[config.mk]
export PLATFORM = sky130hd
export DESIGN_NAME = tile_mem_top
export DESIGN_NICKNAME = d
export VERILOG_FILES = /design/src/design/tile_mem_pkg.sv /design/src/design/cfg_regs.sv /design/src/design/clint_timer.sv /design/src/design/loopback_dev.sv /design/src/design/mem_dispatch.sv /design/src/design/resp_arbiter.sv /design/src/design/tile_mem_top.sv
export SDC_FILE = /design/constraint.sdc
export NUM_CORES = 1
export LEC_CHECK = 0
export BUFFER_PORTS_ARGS = -buffer_cell sky130_fd_sc_hd__buf_2
export CAP_MARGIN = 20
export CORE_MARGIN = 2
export CORE_UTILIZATION = 30
export CTS_CLUSTER_SIZE = 12
export DETAILED_ROUTE_END_ITERATION = 6
export GPL_TIMING_DRIVEN = 1
export PLACE_DENSITY_LB_ADDON = 0.08
export SLEW_MARGIN = 20
export SYNTH_ARGS = -nofsm -noshare
export SYNTH_HDL_FRONTEND = slang
export SYNTH_HIERARCHICAL = 1
export SYNTH_SLANG_ARGS = --single-unit
[constraint.sdc]
create_clock -name clk_i -period 8.83 [get_ports clk_i]
set_clock_uncertainty 0.1 [all_clocks]
set_input_delay 1.766 -clock clk_i [delete_from_list [all_inputs] [get_ports clk_i]]
set_output_delay 1.766 -clock clk_i [all_outputs]
set_load 0.02 [all_outputs]
[src/design/tile_mem_pkg.sv]
/* Shared types and address map of the tile memory complex.
   Messages carry one data word. Addresses below DRAM_BASE are local devices. */
`default_nettype none

package tile_mem_pkg;

  localparam int ADDR_W = 40;
  localparam int DATA_W = 64;
  localparam int TAG_W  = 4;
  localparam int DID_W  = 8;
  localparam int DEV_W  = 4;
  localparam int OFS_W  = 20;

  localparam logic [ADDR_W-1:0] DRAM_BASE = 40'h80_0000_0000;

  // Local device numbers
  localparam logic [DEV_W-1:0] CFG_DEV   = 4'd1;
  localparam logic [DEV_W-1:0] CLINT_DEV = 4'd2;
  localparam logic [DEV_W-1:0] CACHE_DEV = 4'd3;

  // Configuration block offsets
  localparam logic [OFS_W-1:0] CFG_FREEZE_OFS = 20'h00000;
  localparam logic [OFS_W-1:0] CFG_NPC_OFS    = 20'h00008;
  localparam logic [OFS_W-1:0] CFG_DID_OFS    = 20'h00010;

  // Interruptor offsets
  localparam logic [OFS_W-1:0] CLINT_MSIP_OFS     = 20'h00000;
  localparam logic [OFS_W-1:0] CLINT_MTIMECMP_OFS = 20'h04000;
  localparam logic [OFS_W-1:0] CLINT_MTIME_OFS    = 20'h0BFF8;

  typedef enum logic [0:0]
  {
    MEM_RD = 1'b0,
    MEM_WR = 1'b1
  } mem_op_e;

  // Local device view of a physical address
  typedef struct packed
  {
    logic [ADDR_W-DEV_W-OFS_W-1:0] upper;
    logic [DEV_W-1:0]              dev;
    logic [OFS_W-1:0]              ofs;
  } local_addr_s;

  typedef union packed
  {
    logic [ADDR_W-1:0] flat;
    local_addr_s       lcl;
  } mem_addr_u;

  typedef struct packed
  {
    mem_op_e           op;
    mem_addr_u         addr;
    logic [DATA_W-1:0] data;
    logic [TAG_W-1:0]  tag;
  } mem_msg_s;

  typedef struct packed
  {
    logic              freeze;
    logic [ADDR_W-1:0] npc;
    logic [DID_W-1:0]  did;
  } cfg_bus_s;

endpackage

`default_nettype wire

[src/design/cfg_regs.sv]
/* Configuration registers: freeze, next PC and device ID (read only).
   One response buffered; no new command is taken until it leaves. */
`timescale 1ns/1ps
`default_nettype none

module cfg_regs
#(
  parameter logic [tile_mem_pkg::ADDR_W-1:0] RESET_NPC = '0
)
(
  input  wire                                clk_i,
  input  wire                                rst_i,

  input  wire tile_mem_pkg::mem_msg_s        cmd_i,
  input  wire                                cmd_v_i,
  output logic                               cmd_ready_o,

  output tile_mem_pkg::mem_msg_s             resp_o,
  output logic                               resp_v_o,
  input  wire                                resp_ready_i,

  input  wire [tile_mem_pkg::DID_W-1:0]      did_i,
  output tile_mem_pkg::cfg_bus_s             cfg_bus_o
);

  logic                                freeze_q;
  logic [tile_mem_pkg::ADDR_W-1:0]     npc_q;
  logic                                resp_v_q;
  tile_mem_pkg::mem_msg_s              resp_q;
  logic                                take;
  logic                                wr;
  logic [tile_mem_pkg::OFS_W-1:0]      ofs;
  logic [tile_mem_pkg::DATA_W-1:0]     rd_data;

  assign cmd_ready_o = ~resp_v_q;
  assign take        = cmd_v_i & cmd_ready_o;
  assign wr          = (cmd_i.op == tile_mem_pkg::MEM_WR);
  assign ofs         = cmd_i.addr.lcl.ofs;

  always_comb
  begin
    rd_data = '0;
    if (!wr)
    begin
      case (ofs)
        tile_mem_pkg::CFG_FREEZE_OFS: rd_data = tile_mem_pkg::DATA_W'(freeze_q);
        tile_mem_pkg::CFG_NPC_OFS:    rd_data = tile_mem_pkg::DATA_W'(npc_q);
        tile_mem_pkg::CFG_DID_OFS:    rd_data = tile_mem_pkg::DATA_W'(did_i);
        default:                      rd_data = '0;
      endcase
    end
  end

  always_ff @(posedge clk_i)
  begin
    if (rst_i)
    begin
      freeze_q <= 1'b1;
      npc_q    <= RESET_NPC;
      resp_v_q <= 1'b0;
    end
    else
    begin
      if (take && wr && ofs == tile_mem_pkg::CFG_FREEZE_OFS)
        freeze_q <= cmd_i.data[0];
      if (take && wr && ofs == tile_mem_pkg::CFG_NPC_OFS)
        npc_q <= cmd_i.data[tile_mem_pkg::ADDR_W-1:0];
      if (take)
        resp_v_q <= 1'b1;
      else if (resp_ready_i)
        resp_v_q <= 1'b0;
    end
  end

  // Response payload
  always_ff @(posedge clk_i)
  begin
    if (take)
      resp_q <= '{op: cmd_i.op, addr: cmd_i.addr, data: rd_data, tag: cmd_i.tag};
  end

  assign resp_o    = resp_q;
  assign resp_v_o  = resp_v_q;
  assign cfg_bus_o = '{freeze: freeze_q, npc: npc_q, did: did_i};

endmodule

`default_nettype wire

[src/design/clint_timer.sv]
/* Core-local interruptor: free-running mtime, mtimecmp and msip bit 0.
   Registers are full 64-bit words; a write to mtime wins over the increment. */
`timescale 1ns/1ps
`default_nettype none

module clint_timer
(
  input  wire                         clk_i,
  input  wire                         rst_i,

  input  wire tile_mem_pkg::mem_msg_s cmd_i,
  input  wire                         cmd_v_i,
  output logic                        cmd_ready_o,

  output tile_mem_pkg::mem_msg_s      resp_o,
  output logic                        resp_v_o,
  input  wire                         resp_ready_i,

  output logic                        timer_irq_o,
  output logic                        software_irq_o
);

  logic [tile_mem_pkg::DATA_W-1:0] mtime_q;
  logic [tile_mem_pkg::DATA_W-1:0] mtimecmp_q;
  logic                            msip_q;
  logic                            resp_v_q;
  tile_mem_pkg::mem_msg_s          resp_q;
  logic                            take;
  logic                            wr;
  logic [tile_mem_pkg::OFS_W-1:0]  ofs;
  logic [tile_mem_pkg::DATA_W-1:0] rd_data;

  assign cmd_ready_o = ~resp_v_q;
  assign take        = cmd_v_i & cmd_ready_o;
  assign wr          = (cmd_i.op == tile_mem_pkg::MEM_WR);
  assign ofs         = cmd_i.addr.lcl.ofs;

  always_comb
  begin
    rd_data = '0;
    if (!wr)
    begin
      case (ofs)
        tile_mem_pkg::CLINT_MSIP_OFS:     rd_data = tile_mem_pkg::DATA_W'(msip_q);
        tile_mem_pkg::CLINT_MTIMECMP_OFS: rd_data = mtimecmp_q;
        tile_mem_pkg::CLINT_MTIME_OFS:    rd_data = mtime_q;
        default:                          rd_data = '0;
      endcase
    end
  end

  always_ff @(posedge clk_i)
  begin
    if (rst_i)
    begin
      mtime_q    <= '0;
      mtimecmp_q <= '1;
      msip_q     <= 1'b0;
      resp_v_q   <= 1'b0;
    end
    else
    begin
      if (take && wr && ofs == tile_mem_pkg::CLINT_MTIME_OFS)
        mtime_q <= cmd_i.data;
      else
        mtime_q <= mtime_q + 1'b1;

      if (take && wr && ofs == tile_mem_pkg::CLINT_MTIMECMP_OFS)
        mtimecmp_q <= cmd_i.data;
      if (take && wr && ofs == tile_mem_pkg::CLINT_MSIP_OFS)
        msip_q <= cmd_i.data[0];

      if (take)
        resp_v_q <= 1'b1;
      else if (resp_ready_i)
        resp_v_q <= 1'b0;
    end
  end

  always_ff @(posedge clk_i)
  begin
    if (take)
      resp_q <= '{op: cmd_i.op, addr: cmd_i.addr, data: rd_data, tag: cmd_i.tag};
  end

  assign resp_o   = resp_q;
  assign resp_v_o = resp_v_q;

  // Levels, not pulses
  assign timer_irq_o    = (mtime_q >= mtimecmp_q);
  assign software_irq_o = msip_q;

endmodule

`default_nettype wire

[src/design/loopback_dev.sv]
/* Sink for unmapped local devices. Writes are dropped, reads return zero. */
`timescale 1ns/1ps
`default_nettype none

module loopback_dev
(
  input  wire                         clk_i,
  input  wire                         rst_i,

  input  wire tile_mem_pkg::mem_msg_s cmd_i,
  input  wire                         cmd_v_i,
  output logic                        cmd_ready_o,

  output tile_mem_pkg::mem_msg_s      resp_o,
  output logic                        resp_v_o,
  input  wire                         resp_ready_i
);

  logic                   resp_v_q;
  tile_mem_pkg::mem_msg_s resp_q;
  logic                   take;

  assign cmd_ready_o = ~resp_v_q;
  assign take        = cmd_v_i & cmd_ready_o;

  always_ff @(posedge clk_i)
  begin
    if (rst_i)
      resp_v_q <= 1'b0;
    else if (take)
      resp_v_q <= 1'b1;
    else if (resp_ready_i)
      resp_v_q <= 1'b0;
  end

  // Echo the header with zero data
  always_ff @(posedge clk_i)
  begin
    if (take)
      resp_q <= '{op: cmd_i.op, addr: cmd_i.addr, data: '0, tag: cmd_i.tag};
  end

  assign resp_o   = resp_q;
  assign resp_v_o = resp_v_q;

endmodule

`default_nettype wire

[src/design/mem_dispatch.sv]
/* Combinational command steering by physical address.
   The payload goes to all targets; only the selected one sees valid. */
`timescale 1ns/1ps
`default_nettype none

module mem_dispatch
(
  input  wire tile_mem_pkg::mem_msg_s cmd_i,
  input  wire                         cmd_v_i,
  output logic                        cmd_ready_o,

  output tile_mem_pkg::mem_msg_s      cmd_o,

  output logic                        cfg_v_o,
  input  wire                         cfg_ready_i,
  output logic                        clint_v_o,
  input  wire                         clint_ready_i,
  output logic                        loop_v_o,
  input  wire                         loop_ready_i,
  output logic                        ext_v_o,
  input  wire                         ext_ready_i
);

  logic                               is_local;
  logic [tile_mem_pkg::DEV_W-1:0]     dev;
  logic                               sel_cfg;
  logic                               sel_clint;
  logic                               sel_ext;
  logic                               sel_loop;

  assign is_local = (cmd_i.addr.flat < tile_mem_pkg::DRAM_BASE);
  assign dev      = cmd_i.addr.lcl.dev;

  // One-hot target select
  assign sel_cfg   = is_local & (dev == tile_mem_pkg::CFG_DEV);
  assign sel_clint = is_local & (dev == tile_mem_pkg::CLINT_DEV);
  assign sel_ext   = ~is_local | (dev == tile_mem_pkg::CACHE_DEV);
  assign sel_loop  = ~sel_cfg & ~sel_clint & ~sel_ext;

  assign cmd_o = cmd_i;

  assign cfg_v_o   = cmd_v_i & sel_cfg;
  assign clint_v_o = cmd_v_i & sel_clint;
  assign ext_v_o   = cmd_v_i & sel_ext;
  assign loop_v_o  = cmd_v_i & sel_loop;

  // Ready of the selected target only
  assign cmd_ready_o = (sel_cfg   & cfg_ready_i)
                     | (sel_clint & clint_ready_i)
                     | (sel_ext   & ext_ready_i)
                     | (sel_loop  & loop_ready_i);

endmodule

`default_nettype wire

[src/design/resp_arbiter.sv]
/* Fixed-priority response merge, lowest index wins: ext, cfg, clint, loopback.
   No grant lock; a higher-priority arrival takes over a stalled output. */
`timescale 1ns/1ps
`default_nettype none

module resp_arbiter
(
  input  wire tile_mem_pkg::mem_msg_s ext_resp_i,
  input  wire                         ext_v_i,
  output logic                        ext_ready_o,
  input  wire tile_mem_pkg::mem_msg_s cfg_resp_i,
  input  wire                         cfg_v_i,
  output logic                        cfg_ready_o,
  input  wire tile_mem_pkg::mem_msg_s clint_resp_i,
  input  wire                         clint_v_i,
  output logic                        clint_ready_o,
  input  wire tile_mem_pkg::mem_msg_s loop_resp_i,
  input  wire                         loop_v_i,
  output logic                        loop_ready_o,

  output tile_mem_pkg::mem_msg_s      resp_o,
  output logic                        resp_v_o,
  input  wire                         resp_ready_i
);

  localparam int MSG_W = $bits(tile_mem_pkg::mem_msg_s);

  logic [3:0] req;
  logic [3:0] gnt;

  assign req = {loop_v_i, clint_v_i, cfg_v_i, ext_v_i};
  // Isolate lowest set request
  assign gnt = req & (~req + 4'd1);

  assign resp_o = tile_mem_pkg::mem_msg_s'(({MSG_W{gnt[0]}} & ext_resp_i)
                                         | ({MSG_W{gnt[1]}} & cfg_resp_i)
                                         | ({MSG_W{gnt[2]}} & clint_resp_i)
                                         | ({MSG_W{gnt[3]}} & loop_resp_i));
  assign resp_v_o = |req;

  assign ext_ready_o   = gnt[0] & resp_ready_i;
  assign cfg_ready_o   = gnt[1] & resp_ready_i;
  assign clint_ready_o = gnt[2] & resp_ready_i;
  assign loop_ready_o  = gnt[3] & resp_ready_i;

endmodule

`default_nettype wire

[src/design/tile_mem_top.sv]
/* Memory-side device complex: dispatch, cfg, clint, loopback and response merge.
   The external port stands in for the L2 path and must answer every command once. */
`timescale 1ns/1ps
`default_nettype none

module tile_mem_top
#(
  parameter logic [tile_mem_pkg::ADDR_W-1:0] RESET_NPC = 40'h80_0000_0000
)
(
  input  wire                            clk_i,
  input  wire                            rst_i,
  input  wire [tile_mem_pkg::DID_W-1:0]  did_i,

  input  wire tile_mem_pkg::mem_msg_s    cmd_i,
  input  wire                            cmd_v_i,
  output logic                           cmd_ready_o,

  output tile_mem_pkg::mem_msg_s         resp_o,
  output logic                           resp_v_o,
  input  wire                            resp_ready_i,

  output tile_mem_pkg::mem_msg_s         ext_cmd_o,
  output logic                           ext_cmd_v_o,
  input  wire                            ext_cmd_ready_i,

  input  wire tile_mem_pkg::mem_msg_s    ext_resp_i,
  input  wire                            ext_resp_v_i,
  output logic                           ext_resp_ready_o,

  output tile_mem_pkg::cfg_bus_s         cfg_bus_o,
  output logic                           timer_irq_o,
  output logic                           software_irq_o
);

  tile_mem_pkg::mem_msg_s dev_cmd;
  tile_mem_pkg::mem_msg_s cfg_resp;
  tile_mem_pkg::mem_msg_s clint_resp;
  tile_mem_pkg::mem_msg_s loop_resp;
  logic cfg_cmd_v,   cfg_cmd_ready,   cfg_resp_v,   cfg_resp_ready;
  logic clint_cmd_v, clint_cmd_ready, clint_resp_v, clint_resp_ready;
  logic loop_cmd_v,  loop_cmd_ready,  loop_resp_v,  loop_resp_ready;

  // Shared command payload also feeds the external port
  assign ext_cmd_o = dev_cmd;

  mem_dispatch dispatch
  (
    .cmd_i(cmd_i), .cmd_v_i(cmd_v_i), .cmd_ready_o(cmd_ready_o),
    .cmd_o(dev_cmd),
    .cfg_v_o(cfg_cmd_v), .cfg_ready_i(cfg_cmd_ready),
    .clint_v_o(clint_cmd_v), .clint_ready_i(clint_cmd_ready),
    .loop_v_o(loop_cmd_v), .loop_ready_i(loop_cmd_ready),
    .ext_v_o(ext_cmd_v_o), .ext_ready_i(ext_cmd_ready_i)
  );

  cfg_regs #(.RESET_NPC(RESET_NPC)) cfg
  (
    .clk_i(clk_i), .rst_i(rst_i),
    .cmd_i(dev_cmd), .cmd_v_i(cfg_cmd_v), .cmd_ready_o(cfg_cmd_ready),
    .resp_o(cfg_resp), .resp_v_o(cfg_resp_v), .resp_ready_i(cfg_resp_ready),
    .did_i(did_i), .cfg_bus_o(cfg_bus_o)
  );

  clint_timer clint
  (
    .clk_i(clk_i), .rst_i(rst_i),
    .cmd_i(dev_cmd), .cmd_v_i(clint_cmd_v), .cmd_ready_o(clint_cmd_ready),
    .resp_o(clint_resp), .resp_v_o(clint_resp_v), .resp_ready_i(clint_resp_ready),
    .timer_irq_o(timer_irq_o), .software_irq_o(software_irq_o)
  );

  loopback_dev loopback
  (
    .clk_i(clk_i), .rst_i(rst_i),
    .cmd_i(dev_cmd), .cmd_v_i(loop_cmd_v), .cmd_ready_o(loop_cmd_ready),
    .resp_o(loop_resp), .resp_v_o(loop_resp_v), .resp_ready_i(loop_resp_ready)
  );

  resp_arbiter arbiter
  (
    .ext_resp_i(ext_resp_i), .ext_v_i(ext_resp_v_i), .ext_ready_o(ext_resp_ready_o),
    .cfg_resp_i(cfg_resp), .cfg_v_i(cfg_resp_v), .cfg_ready_o(cfg_resp_ready),
    .clint_resp_i(clint_resp), .clint_v_i(clint_resp_v), .clint_ready_o(clint_resp_ready),
    .loop_resp_i(loop_resp), .loop_v_i(loop_resp_v), .loop_ready_o(loop_resp_ready),
    .resp_o(resp_o), .resp_v_o(resp_v_o), .resp_ready_i(resp_ready_i)
  );

endmodule

`default_nettype wire

==> results_dict.tcl, run 1 <==
set metrics [dict create \
    vias 18002 \
    placed_cells 3503 \
    grt_pass1_wl_um 116000 \
    cp_max_fo 78 \
    wl_per_cell_um 21.6 \
    grt_pass1_vias 17870 \
    cts_root_buf "clkbuf_16" \
    core_area_um2 74100 \
    hold_slack_ps 380 \
    rsz0062_at_grt "no" \
    place.gp.congestion 0.803 \
    cts_buffers 49 \
    clk_latency_ps 600 \
    avgSynthCellArea_um2 9.73 \
    path_cells "buf_6, nor4b_4, buf_4, buf_4, nand2_1, o21ai_0, buf_2" \
    violations "design-rule violations" \
    antenna_found_initial 3 \
    layout-drive-gt1-share_pct 24.2 \
    ys.flop_type "edfxtp_1" \
    end_kind "output port" \
    routed_wl_um 77500 \
    yosys_warnings 6 \
    postSynthCellCount 2293 \
    critPathMaxStageDelay_ps 680 \
    die_y_um 277 \
    fp.dieW_um 277 \
    syn-cell-area_um2 22300 \
    area_growth_pct 16.0 \
    run_status "finished with violations" \
    drcViolationCount 8 \
    setup_violations 0 \
    synth-seq-cells 412 \
    crit_top_cell "buf_4" \
    ir_drop_mv 0.132 \
    htree_levels 2 \
    max_freq_ghz 0.169 \
    cp.arrival_ps 4040 \
    dp_hpwl_um 51700 \
    tightest_slew_ps 1100 \
    synth-edff-count 239 \
    slew_viol_final 0 \
    dr.pass1.iters 7 \
    clk_path_buf_depth 3 \
    initial_core_util_pct 30.1 \
    numClockSinks 412 \
    p_leak_nw 10.1 \
    fin_crit_ps 5910 \
    grt_start_max_net_pins 147 \
    worstPathRequired_ps 6960 \
    p_total_w 0.00445 \
    port-buffer-count 504 \
    cts_tree "built" \
    path_class "in2out" \
    synthArstFlopShare_pct 0 \
    grt-ovfl-total 0 \
    via_per_inst 5.01 \
    track_usage_pct 19.7 \
    start_kind "primary input" \
    drv_cap 0 \
    powerDensity_nw_per_um2 172 \
    cts_setup_buffers 0 \
    yosysSeqAreaShare_pct 47.7 \
    critPathSlowestCell "buf_4" \
    hold_buffers 0 \
    ios 505 \
    fin_setup_tns_ps 0 \
    rows 100 \
    layout.cells.non_filler 3595 \
    drtIter0Drc 1208 \
    hp-class "reg2reg" \
    synth.distinct_cells 70 \
    slew_headroom_pct 26.5 \
    hold_viol_final 0 \
    path_clk_slew_ps 60 \
    fin_nets 2882 \
    final_antenna_net_count 0 \
    cts_resized 0 \
    dieArea_um2 76600 \
    fin_crit_sh_pct 66.9 \
]
==> layout by cell type, fill, tap and decap left out, types with 4 or more instances in the layout <==
| cell | netlist | routed |
|---|---|---|
| edfxtp_1 | 239 | 239 |
| ha_1 | 65 | 65 |
| a22oi_1 | 64 | 64 |
| nor4_1 | 13 | 13 |
| nand3_1 | 43 | 42 |
| o21ai_0 | 104 | 104 |
| nor2_1 | 220 | 220 |
| or4_1 | 5 | 5 |
| conb_1 | 2 | 88 |
| nor2b_1 | 113 | 111 |
| a21o_1 | 11 | 11 |
| buf_4 | 221 | 22 |
| nand2_1 | 151 | 151 |
| a211oi_1 | 61 | 61 |
| and4_1 | 10 | 8 |
| a221oi_1 | 101 | 101 |
| o21ai_1 | 53 | 53 |
| a22o_1 | 5 | 5 |
| clkinv_2 | 0 | 9 |
| nand2b_1 | 4 | 4 |
| a221oi_2 | 10 | 10 |
| xnor2_1 | 46 | 46 |
| dfxtp_1 | 173 | 172 |
| a211o_1 | 64 | 64 |
| buf_2 | 38 | 502 |
| xor2_1 | 15 | 15 |
| clkbuf_16 | 0 | 51 |
| clkinv_1 | 0 | 16 |
| and2_1 | 42 | 40 |
| clkbuf_1 | 97 | 6 |
| inv_1 | 83 | 83 |
| nand3b_1 | 4 | 4 |
| nand4_1 | 64 | 64 |
| or3_1 | 4 | 4 |
| and3_1 | 6 | 6 |
| nor3_1 | 34 | 34 |
| a21oi_1 | 71 | 71 |
==> area by class of cell <==
cell class / count / area (µm²)
clock buffer: 59 / 1330
antenna: 1 / 2.50
tap: 969 / 1210
clock inverter: 32 / 226
sequential: 412 / 10600
timing repair buffer: 527 / 2720
multi-input combinational: 1512 / 9440
fill: 7601 / 48200
inverter: 83 / 312
==> cells by family after synthesis <==
group	count (synthesis)	share of synthesized area (%)
buffers and inverters	455	11.8
xor gates and xnor gates	61	2.39
adders and majority gates	65	3.64
DFF	412	47.7
other	2	0.0336
AOI/OAI and AO/OA	560	17.7
muxes	3	0.140
and+or+nand+nor	735	16.7
==> worst max-delay path, delay by kind of cell <==
family,cells,cell delay [ps]
compound gates,1,120
buf+inv,4,1610
simple gates,2,450
==> metal layers <==
metal | up-vias | wire, µm | track usage (%)
met1 | 8680 | 34700 | 26.3
met3 | 109 | 4620 | 3.62
met4 | 4 | 2150 | 6.12
li1 | 8638 | - | -
met2 | 571 | 36000 | 32.4
met5 | - | 24 | 0
==> cells in the mapped netlist, types with 5 or more instances <==
cell type / count / area (µm²)
clkbuf_2: 5 / 25.0
nor3_1: 34 / 170
a211o_1: 64 / 561
a22o_1: 5 / 43.8
a211oi_1: 61 / 458
and4_1: 10 / 87.6
and2_1: 42 / 263
or4_1: 5 / 37.5
buf_4: 221 / 1660
nand2_1: 151 / 567
inv_1: 83 / 312
nand3_1: 43 / 215
edfxtp_1: 239 / 7180
xor2_1: 15 / 131
dfxtp_1: 173 / 3460
a21o_1: 11 / 82.6
and3_1: 6 / 37.5
nor2b_1: 113 / 707
ha_1: 65 / 813
clkbuf_1: 97 / 364
nor2_1: 220 / 826
a22oi_1: 64 / 480
nor4_1: 13 / 81.3
buf_2: 38 / 190
a21oi_1: 71 / 355
buf_1: 6 / 22.5
nand4_1: 64 / 400
xnor2_1: 46 / 403
a221oi_1: 101 / 885
a221oi_2: 10 / 150
o21ai_0: 104 / 521
o21ai_1: 53 / 265
==> flip-flops by register name (all words and copies together) (netlist names) <==
register and count:
loopback/resp_v_o 1, loopback/resp_o 45, clint/resp_v_o 1, cfg/npc_q 40
clint/resp_o 109, clint/mtimecmp_q 64, cfg/resp_o 85, cfg/freeze_q 1
clint/software_irq_o 1, clint/mtime_q 64, cfg/resp_v_o 1
==> report_power, final <==
group / switching (W) / internal [W] / total (W)
clock: 0.000838 / 0.00115 / 0.00199
sequential: 0.00000771 / 0.00204 / 0.00205
combinational: 0.000282 / 0.000133 / 0.000415
total: 0.00113 / 0.00333 / 0.00445
==> worst paths after layout <==
check / start / to / slack (ps) / cells after the start
worst max-delay path: ext_resp_v_i / resp_o[85] / 2920 / 7
worst min-delay path: cfg/npc_q[32]$_SDFFE_PP0P_ / cfg/npc_q[32]$_SDFFE_PP0P_ / 380 / 2
worst max register to register: cfg/resp_v_o$_SDFFE_PP0P_ / cfg/npc_q[16]$_SDFFE_PP0P_ / 5410 / 6
worst min register to register: cfg/npc_q[32]$_SDFFE_PP0P_ / cfg/npc_q[32]$_SDFFE_PP0P_ / 380 / 2
==> per-stage QoR <==
step / instance area, µm² / setup WS [ps] / utilization (%)
6_report: 25900 / 2920 / 34.9
5_1_grt: 25900 / 2620 / 34.9
4_1_cts: 25900 / 2830 / 34.9
3_5_place_dp: 24300 / 2830 / 32.8
3_3_place_gp: 24300 / 2910 / 32.8
2_1_floorplan: 22600 / 219 / -
Note: power is estimated with default switching activity, not from simulation.
==> inputs of run 2 (changes only) <==
==> constraint.sdc (replaced) <==
create_clock -name clk_i -period 6.2 [get_ports clk_i]
set_clock_uncertainty 0.1 [all_clocks]
set_input_delay 1.24 -clock clk_i [delete_from_list [all_inputs] [get_ports clk_i]]
set_output_delay 1.24 -clock clk_i [all_outputs]
set_load 0.02 [all_outputs]
==> run 2 against run 1 <==
Against the previous run:
- the flow now finishes without violations
- sequential power rose by 42%
- critical path depth rose by 2
- power up 45%
- via count hardly changed
- die area is the same
- wire length is 1.3% higher
- sequential share of layout area is 0.21 points lower
- critical endpoint is now timer_irq_o
==> results_dict.tcl, run 2 (synthesis gave the netlist of run 1 again) <==
set metrics [dict create \
    cts_root_buf "clkbuf_16" \
    slew_viol_final 0 \
    ios 505 \
    max_freq_ghz 0.209 \
    largest_reg_flops 109 \
    end_kind "output port" \
    area_growth_pct 16.5 \
    crit_path_end "timer_irq_o" \
    grt-ovfl-total 0 \
    drv_cap 0 \
    grt_start_max_net_pins 109 \
    crit_start "clint/mtimecmp_q[38]$_SDFFE_PP1P_" \
    path_clk_slew_ps 60 \
    hold_viol_final 0 \
    rrSetupSlack_ps 3390 \
    cp.arrival_ps 3450 \
    run_status "finished, final reports clean" \
    fin_setup_tns_ps 0 \
    final_antenna_net_count 0 \
    path_class "reg2out" \
    die_y_um 277 \
    slew_headroom_pct 32.1 \
    tightest_slew_ps 1020 \
    dieArea_um2 76600 \
    fin_area_um2 26000 \
    hp-class "reg2reg" \
    clk_latency_ps 600 \
    numClockSinks 412 \
    dp_slack_ps 1910 \
    fin_crit_sh_pct 77.2 \
    cts_setup_buffers 0 \
    fin_nets 2886 \
    via_per_inst 5.00 \
    cts_tree "built" \
    place_area_um2 24400 \
    dr.pass1.iters 5 \
    r2r-end "cfg/npc_q[18]$_SDFFE_PP0P_" \
    rr_worst_depth 6 \
    setup_ws_ps 1410 \
    timing.rr.start "cfg/resp_v_o$_SDFFE_PP0P_" \
    vias 17989 \
    htree_levels 2 \
    layout_common_cells "buf_2, edfxtp_1, nor2_1, dfxtp_1, nand2_1" \
    rows 100 \
    drtIter0Drc 1183 \
    setup_violations 0 \
    dp_hpwl_um 53100 \
    port-buffer-count 504 \
    wl_met1_um 36200 \
    placed_cells 3508 \
    wl_met2_um 36700 \
    whs_path_depth 2 \
    wl_met3_um 4100 \
    track_usage_pct 19.9 \
    layout-drive-gt1-share_pct 24.5 \
    final_common_cell "buf_2" \
    grt_pass1_wl_um 116000 \
    drcViolationCount 0 \
    layout.cells.non_filler 3598 \
    cts_buffers 48 \
    initial_core_util_pct 30.1 \
    wl_per_cell_um 21.8 \
    p_leak_nw 10.2 \
    top_layer "met5" \
    routed_wl_um 78500 \
    place.gp.congestion 0.817 \
    p_total_w 0.00645 \
    powerDensity_nw_per_um2 248 \
    rsz0062_at_grt "no" \
    core_area_um2 74100 \
    ir_drop_mv 0.155 \
    worstPathRequired_ps 4860 \
    cts_resized 0 \
    clk_path_buf_depth 3 \
    start_kind "flip-flop" \
    grt_pass1_vias 17486 \
    hold_buffers 0 \
    fin_crit_ps 4790 \
    cp_max_fo 3 \
    antenna_found_initial 5 \
    fp.dieW_um 277 \
]
## run 2: cell types whose count changed in the layout (fill, tap and decap cells not counted), moves of 3 or more
cell and change:
clkinvlp_4 -3, buf_12 +3, clkbuf_1 +4, clkbuf_8 +6, clkinv_1 -10
## run 2: worst min-delay path by stage
stage	startpoint	end	slack, ps
2_1_floorplan	clint/mtime_q[0]$_SDFF_PP0_	clint/mtime_q[0]$_SDFF_PP0_	380
3_3_place_gp	cfg/npc_q[1]$_SDFFE_PP0P_	cfg/npc_q[1]$_SDFFE_PP0P_	370
3_5_place_dp	cfg/npc_q[21]$_SDFFE_PP0P_	cfg/npc_q[21]$_SDFFE_PP0P_	380
4_1_cts	cfg/npc_q[21]$_SDFFE_PP0P_	cfg/npc_q[21]$_SDFFE_PP0P_	380
5_1_grt	cfg/npc_q[36]$_SDFFE_PP0P_	cfg/npc_q[36]$_SDFFE_PP0P_	410
6_report	cfg/npc_q[21]$_SDFFE_PP0P_	cfg/npc_q[21]$_SDFFE_PP0P_	390
## run 2: per-stage QoR
step | hold slack, ps | utilization [%]
detailed placement | 378 | 32.9
global route | 414 | 35.1
global placement | 371 | 32.9
floorplan | 381 | -
CTS | 385 | 35.1
finish | 388 | 35.1
## run 2: where the power goes
part | switching (W) | internal [W] | total [W]
Combinational | 0.000398 | 0.000191 | 0.000589
Sequential | 0.0000109 | 0.00291 | 0.00292
Clock | 0.00119 | 0.00175 | 0.00294
## run 2: layer usage
| layer | vias to the layer above | GRT usage [%] |
|---|---|---|
| met5 | - | 0 |
| met4 | 4 | 4.39 |
| met3 | 83 | 3.70 |
| met2 | 502 | 32.5 |
| met1 | 8761 | 27.2 |
| li1 | 8639 | - |
## run 2: worst max-delay path, stage by stage (launching register included)
cell	delay [ps]
dfxtp_1	330
inv_1	70
ha_1	310
nand4_1	160
nor3_1	350
nand4_1	210
nor4_1	550
a211oi_1	250
o31ai_1	380
buf_2	230
## run 2: final cells by class
cell class	count	area (µm²)
clock buffers	67	1370
well taps	969	1210
clock inverters	21	234
flip-flops and latches	412	10600
repair buffers	532	2800
diodes	2	5.00
inverters	83	312
fillers	7634	48100
multi-input cells	1512	9440
